<file path="src/verilog/pit_pkg.sv">
package pit_pkg;

  // Sizes
  localparam int num_chan = 3;
  localparam int cnt_w    = 16;
  localparam int data_w   = 8;
  localparam int addr_w   = 2;

  // Count registers sit at 0..2, control word at 3
  localparam logic [addr_w-1:0] addr_ctrl = 2'd3;

  // --------------------------------------------------
  // Control word encodings
  // --------------------------------------------------
  typedef enum logic [2:0] {
    mode0_terminal    = 3'd0,
    mode1_oneshot     = 3'd1,
    mode2_rate        = 3'd2,
    mode3_square      = 3'd3,
    mode4_soft_strobe = 3'd4,
    mode5_hard_strobe = 3'd5
  } pit_mode_e;

  typedef enum logic [1:0] {
    acc_latch = 2'd0,
    acc_lsb   = 2'd1,
    acc_msb   = 2'd2,
    acc_word  = 2'd3
  } pit_access_e;

  // Channel select in bits 7:6
  function automatic logic [1:0] ctl_sel(input logic [data_w-1:0] cw);
    return cw[7:6];
  endfunction

  // Access format in bits 5:4
  function automatic pit_access_e ctl_access(input logic [data_w-1:0] cw);
    return pit_access_e'(cw[5:4]);
  endfunction

  // Mode in bits 3:1 with codes 6 and 7 aliasing modes 2 and 3
  function automatic pit_mode_e ctl_mode(input logic [data_w-1:0] cw);
    logic [2:0] m;
    m = cw[3:1];
    if (m[2] && m[1]) begin
      m[2] = 1'b0;
    end
    return pit_mode_e'(m);
  endfunction

  // Bit 0 selects BCD counting and has no effect

endpackage

</file>
<file path="src/verilog/pit_chan_if.sv">
`timescale 1ns/1ns

interface pit_chan_if import pit_pkg::*; ();

  // One-clock strobes from the bus, never two at once
  logic ctrl_wr;
  logic cnt_wr;
  logic cnt_rd;

  // Byte from the host
  logic [data_w-1:0] wdata;

  // Next read byte due from this channel
  logic [data_w-1:0] rdata;

  modport bus (
    output ctrl_wr,
    output cnt_wr,
    output cnt_rd,
    output wdata,
    input  rdata
  );

  modport chan (
    input  ctrl_wr,
    input  cnt_wr,
    input  cnt_rd,
    input  wdata,
    output rdata
  );

endinterface

</file>
<file path="src/verilog/pit_bus.sv">
`timescale 1ns/1ns

module pit_bus import pit_pkg::*; (
  input  logic              clk,
  input  logic              rst,
  input  logic              wb_cyc,
  input  logic              wb_stb,
  input  logic              wb_we,
  input  logic [addr_w-1:0] wb_adr,
  input  logic [data_w-1:0] wb_dat_i,
  output logic [data_w-1:0] wb_dat_o,
  output logic              wb_ack,
  pit_chan_if.bus           ch [num_chan]
);

  logic              new_req;
  logic              is_ctrl;
  logic [data_w-1:0] rd_bytes [num_chan];
  logic [data_w-1:0] rd_mux;

  // Request seen with ack still low, answered on the next edge
  assign new_req = wb_cyc && wb_stb && !wb_ack;
  assign is_ctrl = (wb_adr == addr_ctrl);

  always_ff @(posedge clk) begin
    if (rst) begin
      wb_ack <= 1'b0;
    end else begin
      wb_ack <= new_req;
    end
  end

  // --------------------------------------------------
  // Read data return
  // --------------------------------------------------
  // Address 3 matches no channel and reads as zero
  always_comb begin
    rd_mux = '0;
    for (int k = 0; k < num_chan; k++) begin
      if (wb_adr == addr_w'(k)) begin
        rd_mux = rd_bytes[k];
      end
    end
  end

  always_ff @(posedge clk) begin
    if (new_req && !wb_we) begin
      wb_dat_o <= rd_mux;
    end
  end

  // --------------------------------------------------
  // Per-channel strobes
  // --------------------------------------------------
  for (genvar i = 0; i < num_chan; i++) begin : g_ch
    assign rd_bytes[i] = ch[i].rdata;

    always_ff @(posedge clk) begin
      if (rst) begin
        ch[i].ctrl_wr <= 1'b0;
        ch[i].cnt_wr  <= 1'b0;
        ch[i].cnt_rd  <= 1'b0;
      end else begin
        // Select 3 is the read-back command and reaches no channel
        ch[i].ctrl_wr <= new_req && wb_we && is_ctrl && (ctl_sel(wb_dat_i) == 2'(i));
        ch[i].cnt_wr  <= new_req && wb_we && (wb_adr == addr_w'(i));
        ch[i].cnt_rd  <= new_req && !wb_we && (wb_adr == addr_w'(i));
      end
    end

    always_ff @(posedge clk) begin
      if (new_req && wb_we) begin
        ch[i].wdata <= wb_dat_i;
      end
    end
  end

endmodule

</file>
<file path="src/verilog/pit_channel.sv">
`timescale 1ns/1ns

module pit_channel import pit_pkg::*; (
  input  logic     clk,
  input  logic     rst,
  pit_chan_if.chan bus,
  input  logic     tick,
  input  logic     gate,
  output logic     out
);

  pit_mode_e        mode_q;
  pit_mode_e        mode_cur;
  pit_access_e      acc_q;
  pit_access_e      acc_new;
  logic [cnt_w-1:0] init_q;
  logic [cnt_w-1:0] latch_q;
  logic [cnt_w-1:0] count;
  logic [cnt_w-1:0] rd_src;
  logic             wr_msb;
  logic             rd_msb;
  logic             latched;
  logic             arm;
  logic             load_req;
  logic             rd_hi;
  logic             rd_last;

  assign acc_new = ctl_access(bus.wdata);

  // Latch commands leave the mode alone
  assign arm      = bus.ctrl_wr && (acc_new != acc_latch);
  assign mode_cur = arm ? ctl_mode(bus.wdata) : mode_q;

  // Count complete after the single byte, or after the MSB in word format
  assign load_req = bus.cnt_wr && ((acc_q == acc_lsb) || (acc_q == acc_msb) ||
                                   ((acc_q == acc_word) && wr_msb));

  // --------------------------------------------------
  // Read path
  // --------------------------------------------------
  assign rd_src    = latched ? latch_q : count;
  assign rd_hi     = (acc_q == acc_msb) || ((acc_q == acc_word) && rd_msb);
  assign rd_last   = (acc_q != acc_word) || rd_msb;
  assign bus.rdata = rd_hi ? rd_src[cnt_w-1:data_w] : rd_src[data_w-1:0];

  always_ff @(posedge clk) begin
    if (rst) begin
      mode_q  <= mode0_terminal;
      acc_q   <= acc_latch;
      wr_msb  <= 1'b0;
      rd_msb  <= 1'b0;
      latched <= 1'b0;
    end else if (bus.ctrl_wr) begin
      if (arm) begin
        mode_q  <= ctl_mode(bus.wdata);
        acc_q   <= acc_new;
        wr_msb  <= 1'b0;
        rd_msb  <= 1'b0;
        latched <= 1'b0;
      end else begin
        // A second latch before the reads is ignored
        latched <= 1'b1;
      end
    end else if (bus.cnt_wr) begin
      if (acc_q == acc_word) begin
        wr_msb <= !wr_msb;
      end
    end else if (bus.cnt_rd) begin
      if (acc_q == acc_word) begin
        rd_msb <= !rd_msb;
      end
      if (latched && rd_last) begin
        latched <= 1'b0;
      end
    end
  end

  // Snapshot and initial count bytes
  always_ff @(posedge clk) begin
    if (bus.ctrl_wr && !arm && !latched) begin
      latch_q <= count;
    end
    if (bus.cnt_wr) begin
      case (acc_q)
        acc_lsb:  init_q <= {{(cnt_w-data_w){1'b0}}, bus.wdata};
        acc_msb:  init_q <= {bus.wdata, {data_w{1'b0}}};
        acc_word: begin
          if (wr_msb) begin
            init_q[cnt_w-1:data_w] <= bus.wdata;
          end else begin
            init_q[data_w-1:0] <= bus.wdata;
          end
        end
        default: ;
      endcase
    end
  end

  pit_count_unit cnt0 (
    .clk      (clk),
    .rst      (rst),
    .tick     (tick),
    .gate     (gate),
    .mode     (mode_cur),
    .arm      (arm),
    .load_req (load_req),
    .init     (init_q),
    .count    (count),
    .out      (out)
  );

endmodule

</file>
<file path="src/verilog/pit_count_unit.sv">
`timescale 1ns/1ns

module pit_count_unit import pit_pkg::*; (
  input  logic             clk,
  input  logic             rst,
  input  logic             tick,
  input  logic             gate,
  input  pit_mode_e        mode,
  input  logic             arm,
  input  logic             load_req,
  input  logic [cnt_w-1:0] init,
  output logic [cnt_w-1:0] count,
  output logic             out
);

  logic gate_q;
  logic trig;
  logic trig_now;
  logic pending;
  logic loaded;
  logic running;
  logic at_one;
  logic half_end;

  // Rising edge seen since the last tick, or on this clock
  assign trig_now = trig || (gate && !gate_q);
  assign at_one   = (count == cnt_w'(1));
  assign half_end = (count == cnt_w'(1)) || (count == cnt_w'(2));

  always_ff @(posedge clk) begin
    if (rst) begin
      gate_q <= 1'b0;
      trig   <= 1'b0;
    end else begin
      gate_q <= gate;
      if (arm || tick) begin
        trig <= 1'b0;
      end else if (gate && !gate_q) begin
        trig <= 1'b1;
      end
    end
  end

  // --------------------------------------------------
  // Counting step, one per tick
  // --------------------------------------------------
  always_ff @(posedge clk) begin
    if (rst) begin
      count   <= '0;
      out     <= 1'b1;
      pending <= 1'b0;
      loaded  <= 1'b0;
      running <= 1'b0;
    end else if (arm) begin
      // Mode 0 starts low, all others high
      out     <= (mode != mode0_terminal);
      pending <= 1'b0;
      loaded  <= 1'b0;
      running <= 1'b0;
    end else begin
      if (tick) begin
        case (mode)
          mode0_terminal: begin
            if (pending) begin
              count   <= init;
              out     <= 1'b0;
              running <= 1'b1;
              pending <= 1'b0;
            end else if (running && gate) begin
              count <= count - cnt_w'(1);
              if (at_one) begin
                out     <= 1'b1;
                running <= 1'b0;
              end
            end
          end
          mode1_oneshot: begin
            if (trig_now && loaded) begin
              count   <= init;
              out     <= 1'b0;
              running <= 1'b1;
              pending <= 1'b0;
            end else if (running) begin
              count <= count - cnt_w'(1);
              if (at_one) begin
                out     <= 1'b1;
                running <= 1'b0;
              end
            end
          end
          mode2_rate: begin
            if (pending || (running && !gate)) begin
              // Gate low keeps reloading
              count   <= init;
              out     <= 1'b1;
              running <= 1'b1;
              pending <= 1'b0;
            end else if (running) begin
              if (at_one) begin
                count <= init;
                out   <= 1'b1;
              end else begin
                count <= count - cnt_w'(1);
                out   <= (count != cnt_w'(2));
              end
            end
          end
          mode3_square: begin
            if (pending || (running && !gate)) begin
              count   <= init;
              out     <= 1'b1;
              running <= 1'b1;
              pending <= 1'b0;
            end else if (running) begin
              if (half_end) begin
                count <= init;
                out   <= !out;
              end else begin
                count <= count - cnt_w'(2);
              end
            end
          end
          mode4_soft_strobe: begin
            out <= 1'b1;
            if (pending) begin
              count   <= init;
              running <= 1'b1;
              pending <= 1'b0;
            end else if (running && gate) begin
              count <= count - cnt_w'(1);
              if (at_one) begin
                out     <= 1'b0;
                running <= 1'b0;
              end
            end
          end
          mode5_hard_strobe: begin
            out <= 1'b1;
            if (trig_now && loaded) begin
              count   <= init;
              running <= 1'b1;
              pending <= 1'b0;
            end else if (running) begin
              count <= count - cnt_w'(1);
              if (at_one) begin
                out     <= 1'b0;
                running <= 1'b0;
              end
            end
          end
          default: ;
        endcase
      end
      // New count waits for the next tick
      if (load_req) begin
        pending <= 1'b1;
        loaded  <= 1'b1;
      end
    end
  end

endmodule

</file>
<file path="src/verilog/pit_top.sv">
`timescale 1ns/1ns

module pit_top import pit_pkg::*; (
  input  logic                clk,
  input  logic                rst,
  input  logic                wb_cyc,
  input  logic                wb_stb,
  input  logic                wb_we,
  input  logic [addr_w-1:0]   wb_adr,
  input  logic [data_w-1:0]   wb_dat_i,
  output logic [data_w-1:0]   wb_dat_o,
  output logic                wb_ack,
  input  logic [num_chan-1:0] tick,
  input  logic [num_chan-1:0] gate,
  output logic [num_chan-1:0] out
);

  pit_chan_if chif [num_chan] ();

  pit_bus bus0 (
    .clk      (clk),
    .rst      (rst),
    .wb_cyc   (wb_cyc),
    .wb_stb   (wb_stb),
    .wb_we    (wb_we),
    .wb_adr   (wb_adr),
    .wb_dat_i (wb_dat_i),
    .wb_dat_o (wb_dat_o),
    .wb_ack   (wb_ack),
    .ch       (chif)
  );

  // --------------------------------------------------
  // Counter channels
  // --------------------------------------------------
  pit_channel chan0 (
    .clk  (clk),
    .rst  (rst),
    .bus  (chif[0]),
    .tick (tick[0]),
    .gate (gate[0]),
    .out  (out[0])
  );

  pit_channel chan1 (
    .clk  (clk),
    .rst  (rst),
    .bus  (chif[1]),
    .tick (tick[1]),
    .gate (gate[1]),
    .out  (out[1])
  );

  pit_channel chan2 (
    .clk  (clk),
    .rst  (rst),
    .bus  (chif[2]),
    .tick (tick[2]),
    .gate (gate[2]),
    .out  (out[2])
  );

endmodule
</file>
<file path="config.mk">
export PLATFORM = sky130hd
export DESIGN_NAME = pit_top
export DESIGN_NICKNAME = d
export VERILOG_FILES = /design/src/verilog/pit_pkg.sv /design/src/verilog/pit_chan_if.sv /design/src/verilog/pit_bus.sv /design/src/verilog/pit_channel.sv /design/src/verilog/pit_count_unit.sv /design/src/verilog/pit_top.sv
export SDC_FILE = /design/constraint.sdc
export NUM_CORES = 1
export LEC_CHECK = 0
export BUFFER_PORTS_ARGS = -buffer_cell sky130_fd_sc_hd__buf_2
export CELL_PAD_IN_SITES_DETAIL_PLACEMENT = 0
export CELL_PAD_IN_SITES_GLOBAL_PLACEMENT = 1
export CORE_MARGIN = 4
export CORE_UTILIZATION = 54
export DETAILED_ROUTE_END_ITERATION = 6
export HOLD_SLACK_MARGIN = 0.1
export PLACE_DENSITY = 0.84
export REMOVE_ABC_BUFFERS = 1
export SLEW_MARGIN = 30
export SYNTH_ARGS = -nofsm -noshare
export SYNTH_HDL_FRONTEND = slang
export SYNTH_SLANG_ARGS = --single-unit
export TNS_END_PERCENT = 20
</file>
<file path="constraint.sdc">
create_clock -name clk -period 6.7 [get_ports clk]
set_input_delay 0.335 -clock clk [delete_from_list [all_inputs] [get_ports clk]]
set_output_delay 0.335 -clock clk [all_outputs]
set_load 0.01 [all_outputs]
</file>
==> results of run 1 <==
==> final timing paths <==
path / startpoint / to / slack [ns] / cells past startpoint
max reg2reg: bus0.ch[0].wdata[4] / chan2.cnt0.count[6] / 3.00 / 8
min: tick[1] / chan1.cnt0.trig / 0.13 / 3
max: bus0.ch[0].wdata[4] / chan2.cnt0.count[6] / 3.00 / 8
min reg2reg: chan2.cnt0.loaded / chan2.cnt0.loaded / 0.47 / 2
==> Yosys cell counts, types with 7 or more instances <==
cell / count / area share
a21o_1: 12 / 0.0077
nand3_1: 22 / 0.0094
a31oi_1: 10 / 0.0053
o21ai_0: 48 / 0.021
o32ai_1: 11 / 0.0082
xnor2_1: 11 / 0.0082
dfxtp_1: 100 / 0.17
a211oi_1: 24 / 0.015
nor2_1: 127 / 0.041
buf_2: 11 / 0.0047
nand3b_1: 9 / 0.0058
a311oi_1: 14 / 0.010
mux4_2: 24 / 0.046
a22oi_1: 16 / 0.010
a21oi_1: 75 / 0.032
nor3_1: 38 / 0.016
nor4b_1: 7 / 0.0052
nand2_1: 83 / 0.027
o22ai_1: 15 / 0.0080
a32oi_1: 11 / 0.0082
a221oi_1: 8 / 0.0060
buf_1: 7 / 0.0022
inv_1: 60 / 0.019
o21a_1: 11 / 0.0071
o211ai_1: 9 / 0.0058
and2_1: 51 / 0.027
edfxtp_1: 112 / 0.29
ha_1: 23 / 0.025
nand2b_1: 16 / 0.0086
nand4_1: 8 / 0.0043
clkbuf_1: 52 / 0.017
nor4_1: 13 / 0.0069
mux2i_1: 22 / 0.019
nor2b_1: 20 / 0.011
==> per-stage QoR <==
step | utilization | power (mW)
finish | 0.613 | 2.82
floorplan | - | 1.44
detailed placement | 0.568 | 1.48
CTS | 0.613 | 2.84
global route | 0.613 | 2.90
global placement | 0.568 | 1.47
==> registers in the layout, indices dropped and copies added, names as in the netlist, 3 cells and up <==
name,count
bus0.ch.cnt_rd,3
bus0.ch.cnt_wr,3
bus0.ch.ctrl_wr,3
bus0.ch.wdata,8
bus0.wb_dat_o,8
chan0.cnt0.count,16
chan0.init_q,16
chan0.latch_q,16
chan0.mode_q,3
chan1.cnt0.count,16
chan1.init_q,16
chan1.latch_q,16
chan1.mode_q,3
chan2.cnt0.count,16
chan2.init_q,16
chan2.latch_q,16
chan2.mode_q,3
==> timing repair <==
item,in CTS,in global routing
endpoints found under the hold margin,13,0
hold buffers,11,0
setup buffers,0,0
==> power by group through the flow <==
stage / registers [mW] / clock network (mW) / logic, mW
after floorplan: 1.40 / 0 / 0.0391
after global placement: 1.40 / 0 / 0.0724
after detailed placement: 1.40 / 0 / 0.0726
after CTS: 1.37 / 1.39 / 0.0774
after global routing: 1.38 / 1.44 / 0.0862
final: 1.37 / 1.36 / 0.0783
==> area by class of cell <==
class	instances	area, sq um	area share
Sequential cell	212	5370	0.414
Timing Repair Buffer	58	385	0.0297
Multi-Input combinational cell	856	5820	0.449
Tap cell	275	344	0.0265
Inverter	60	225	0.0174
Clock inverter	17	189	0.0146
Clock buffer	27	643	0.0496
==> worst max-delay path: stages (launching register included) <==
cell       delay, ns
edfxtp_1        0.94
o21a_1          0.49
mux2_2          0.45
a211oi_2        0.52
nor2_1          0.26
buf_4           0.26
o221ai_1        0.31
a2111oi_0       0.13
o32ai_1         0.22
==> logic make-up after synthesis <==
logic type,Yosys count
XOR/XNOR,17
AND/OR/NAND/NOR,432
multiplexers,48
adder cells (fa/ha/maj),23
flip-flops,212
buffers and inverters,136
AO/OA/AOI/OAI,336
==> metal layers <==
layer	GRT usage	up-vias	routed length, um
li1	-	4546	-
met1	0.390	4700	14300
met2	0.402	464	14200
met3	0.0314	59	2540
met4	0.0729	0	830
met5	0	-	0
==> flow_summary.yaml, run 1 <==
run_status:
  status: "finished clean"
pwr:
  switchingPower_mw: 0.609
  p_clk_frac: 0.484
  cellPowerDensity_mw_per_mm2: 217
  switching_share: 0.216
  ir_drop_mv: 0.216
  p_leak_nw: 4.68
  p_seq_frac: 0.488
  p_int_mw: 2.21
  p_comb_frac: 0.028
place:
  portBuffers: 32
  placed_cells: 1450
  gp_congestion: 0.932
  place_area_sq_mm: 0.0120
  pre_cts_slack_ns: 3.12
  hpwl_um: 22300
route:
  drc_errors: 0
  first_iter_violations: 973
  vias: 9769
  drt-pass1-iter-count: 5
  wl_per_cell_um: 21.2
  vias_per_cell: 6.49
  wl_um: 31900
  ant_nets: 0
sta:
  timing.setup.tns_ns: 0
  fmax_mhz: 270
  finalCriticalPeriod_ns: 3.70
  slew_violations: 0
  slew_headroom: 0.303
  fin_ws_ns: 3.00
  rsz0062_at_grt: "no"
  tightest_slew_ns: 1.04
  holdWs_ns: 0.134
  fin_skew_ns: 0.0120
  finalSetupViolations: 0
  period_share: 0.553
  hold_violations: 0
job:
  drv_cap: 0
min_path:
  hold_class: "in -> reg"
cts:
  root_buffer: "clkbuf_16"
  ctsResizeCount: 0
  insertion_delay_ns: 0.52
  path_clk_slew_ns: 0.06
  cts_made_buffers: 24
  cts.path.max_buffers: 3
  cts_htree_levels: 1
  cts_tree: "built"
  clock_sinks: 212
critical_path:
  cp-start-kind: "flop"
  cp.arrival_ns: 4.12
  critical_path_required_ns: 7.12
  crit_type: "reg -> reg"
  crit_fanout: 23
  setup.worst_path.end_class: "flop"
synthesis:
  synthCells: 1204
  synth_seq_cells: 212
  syn_area_sq_mm: 0.0117
  synth_xor_area_frac: 0.0127
  ys.flop_type: "edfxtp_1"
  synthArstFlopShare: 0
  synthMuxAreaShare: 0.0669
  yosysWarnings: 0
  seq_area_frac_synth: 0.458
  synth-edff-count: 112
  synthDistinctLibCells: 80
  yosys.area_share.simple: 0.187
  synth_top_family_by_area: "compound AO/OA/AOI/OAI gates"
  synthAdderAreaFrac: 0.0246
  syn_area_per_cell_sq_um: 9.72
  synth_compound_area_frac: 0.203
finish:
  final_common_cell: "nor2_1"
  syn2layout_area_growth_pct: 10.8
  nets: 1256
  final_cells: 1505
  layout_common_cells: "nor2_1, edfxtp_1, dfxtp_1, nand2_1, a21oi_1"
  fin_area_sq_mm: 0.0130
  n_fill_cell: 1763
  antenna_cells: 0
  drive_above_1_share: 0.121
floorplanning:
  die-area_sq_mm: 0.0241
  ioPinCount: 33
  core_area_sq_mm: 0.0212
  die_w_um: 155
  dieHeight_um: 155
  initial_core_util: 0.553
  rows: 53
global_routing:
  grt_max_degree: 64
  grt_pass1_vias: 9107
  grt_first_pass_wirelength_um: 50700
  antenna_found_initial: 1
  grt_overflow: 0
  track_usage: 0.260
No activity file was read; power rests on OpenSTA's default activity.
==> run 2, diff against run 1 <==
- ABC_AREA: not set -> 1
- CORE_UTILIZATION: 54 -> 47
- PLACE_DENSITY: 0.84 -> 0.79
- clock period: 6.7 -> 3.41 ns (I/O delays scaled with it)
==> run 2 against run 1 <==
Clock skew up 0.0084 ns. Via count rose by 27%. Final cell count up 54%. Synthesized cell count grew 56%. Largest power group is now the clock network. Wire length up 33%. Critical path depth increased by 5. Critical endpoint is now chan1.cnt0.count[10]. Die area increased by 30%. Area after synthesis grew 15%. Largest cell class unchanged.
==> flow_summary.yaml, run 2 <==
run_status:
  status: "finished clean"
floorplanning:
  dieHeight_um: 177
  core_area_sq_mm: 0.0280
  ioPinCount: 33
  rows: 61
  die_w_um: 177
  die-area_sq_mm: 0.0314
  initial_core_util: 0.480
cts:
  cts_htree_levels: 1
  cts_tree: "built"
  path_clk_slew_ns: 0.06
  clock_sinks: 212
  insertion_delay_ns: 0.54
  root_buffer: "clkbuf_16"
  cts_made_buffers: 26
  cts.path.max_buffers: 3
finish:
  fin_util: 0.537
  syn2layout_area_growth_pct: 11.8
  final_common_cell: "nand2_1"
  final_cells: 2325
  layout_common_cells: "nand2_1, nor2_1, inv_1, o21ai_0, nand3_1"
  drive_above_1_share: 0.102
  fin_area_sq_mm: 0.0150
  antenna_cells: 0
  nets: 1971
sta:
  hold_violations: 0
  fmax_mhz: 324
  rsz0062_at_grt: "no"
  slew_headroom: 0.354
  finalSetupViolations: 0
  tightest_slew_ns: 0.968
  holdWs_ns: 0.135
  timing.setup.tns_ns: 0
  fin_ws_ns: 0.320
  slew_violations: 0
  fin_skew_ns: 0.0204
  period_share: 0.906
  finalCriticalPeriod_ns: 3.09
place:
  place_area_sq_mm: 0.0140
  placed_cells: 2257
  pre_cts_slack_ns: 0.429
  portBuffers: 32
  gp_congestion: 0.885
  hpwl_um: 31100
synthesis:
  syn_area_sq_mm: 0.0135
  synthCells: 1878
  synth-edff-count: 112
  synth_top_area_frac: 0.250
  yosysWarnings: 0
  synth_seq_cells: 212
  seq_area_frac_synth: 0.399
  synth_common_cells: "nand2_1, nor2_1, inv_1, o21ai_0, nand3_1"
  synthArstFlopShare: 0
  synthDistinctLibCells: 48
  yosysTopAreaCell: "edfxtp_1"
  yosysMostFrequentCell: "nand2_1"
  ys.flop_type: "edfxtp_1"
  synthTopCellsByArea: "edfxtp_1, dfxtp_1, nand2_1, nor2_1, inv_1"
  syn_area_per_cell_sq_um: 7.16
route:
  vias_per_cell: 5.35
  drc_errors: 0
  first_iter_violations: 1062
  vias: 12400
  wl_per_cell_um: 18.3
  wl_um: 42500
  ant_nets: 0
  drt-pass1-iter-count: 5
global_routing:
  track_usage: 0.272
  grt_max_degree: 32
  grt_overflow: 0
  antenna_found_initial: 0
  grt_pass1_vias: 11800
  grt_first_pass_wirelength_um: 67100
critical_path:
  cp-start-kind: "flop"
  cp.arrival_ns: 3.52
  setup.worst_path.end_class: "flop"
  path_cells: "inv_2 -> nand2_1 -> nand3_1 -> nand2_4 -> nand2_4 -> nand2_1 -> nand2_1 -> nor2_2 -> nand2_2 -> inv_2 -> nand2_1 -> nor2_1 -> nor2_1"
  cpPeakStageDelay_ns: 0.74
  crit_type: "reg -> reg"
  crit_fanout: 30
  critical-path-top-cell-by-count: "nand2_1"
  crit_slowest_cell: "edfxtp_1"
  critical_path_required_ns: 3.84
pwr:
  p_comb_frac: 0.059
  p_leak_nw: 6.43
  p_clk_frac: 0.485
  switchingPower_mw: 1.37
  cellPowerDensity_mw_per_mm2: 394
  fin_total_pwr_mw: 5.93
  p_int_mw: 4.55
  switching_share: 0.232
  ir_drop_mv: 0.407
  p_seq_frac: 0.456
job:
  drv_cap: 0
min_path:
  hold_class: "in -> reg"
## run 2: cell types whose count changed after synthesis, moves of 55 or more
cell | before | now
o21ai_0 | 48 | 123
inv_1 | 60 | 197
nand3_1 | 22 | 121
nor2_1 | 127 | 296
nand2_1 | 83 | 491
xor2_1 | 6 | 61
## run 2: power by group through the flow
stage	Clock (mW)	Sequential, mW	Combinational, mW
after floorplan	0	2.75	0.221
after global placement	0	2.76	0.329
after detailed placement	0	2.76	0.330
after CTS	2.90	2.70	0.349
after global routing	3.01	2.70	0.396
final	2.87	2.70	0.350
## run 2: worst max-delay path, delay by kind of cell (launching register included)
kind                   cells  cell delay [ns]
buffers and inverters      2             0.70
AND/OR/NAND/NOR           11             1.54
flip-flops                 1             0.74
## run 2: cell families (layout without fill, tap and decap cells)
group / Yosys count / after routing / share of synthesized area
buf+inv: 278 / 347 / 0.0878
compound gates: 276 / 276 / 0.117
xor+xnor: 64 / 64 / 0.0417
mux: 1 / 1 / 0.000837
fa+ha+maj: 23 / 23 / 0.0214
flops: 212 / 212 / 0.399
simple gates: 1024 / 1024 / 0.332
## run 2: final cells by class
class,count,area [sq um]
fillers,2842,13000
multi-input cells,1388,6920
flip-flops and latches,212,5370
inverters,215,807
clock buffers,34,702
repair buffers,84,601
well taps,378,473
clock inverters,14,170
## run 2: repair_timing
item | in CTS | in global routing
endpoints found under the hold margin | 28 | 0
hold buffers | 20 | 0
gates resized for setup | 0 | 0
buffers inserted | 0 | 0
## run 2: routing by layer
metal | routed length [um] | vias up | GRT usage
li1 | - | 6175 | -
met1 | 20000 | 5810 | 0.401
met2 | 18900 | 382 | 0.430
met3 | 2570 | 70 | 0.0284
met4 | 965 | 0 | 0.0645
met5 | 0 | - | 0
## run 2: worst paths after layout
check	end	cells past startpoint	slack (ns)	start
setup / recovery	chan1.cnt0.count[10]	13	0.32	bus0.ch[0].wdata[2]
hold / removal	bus0.ch[2].ctrl_wr	5	0.14	wb_adr[0]
setup reg to reg	chan1.cnt0.count[10]	13	0.32	bus0.ch[0].wdata[2]
hold reg to reg	chan2.cnt0.loaded	2	0.48	chan2.cnt0.loaded
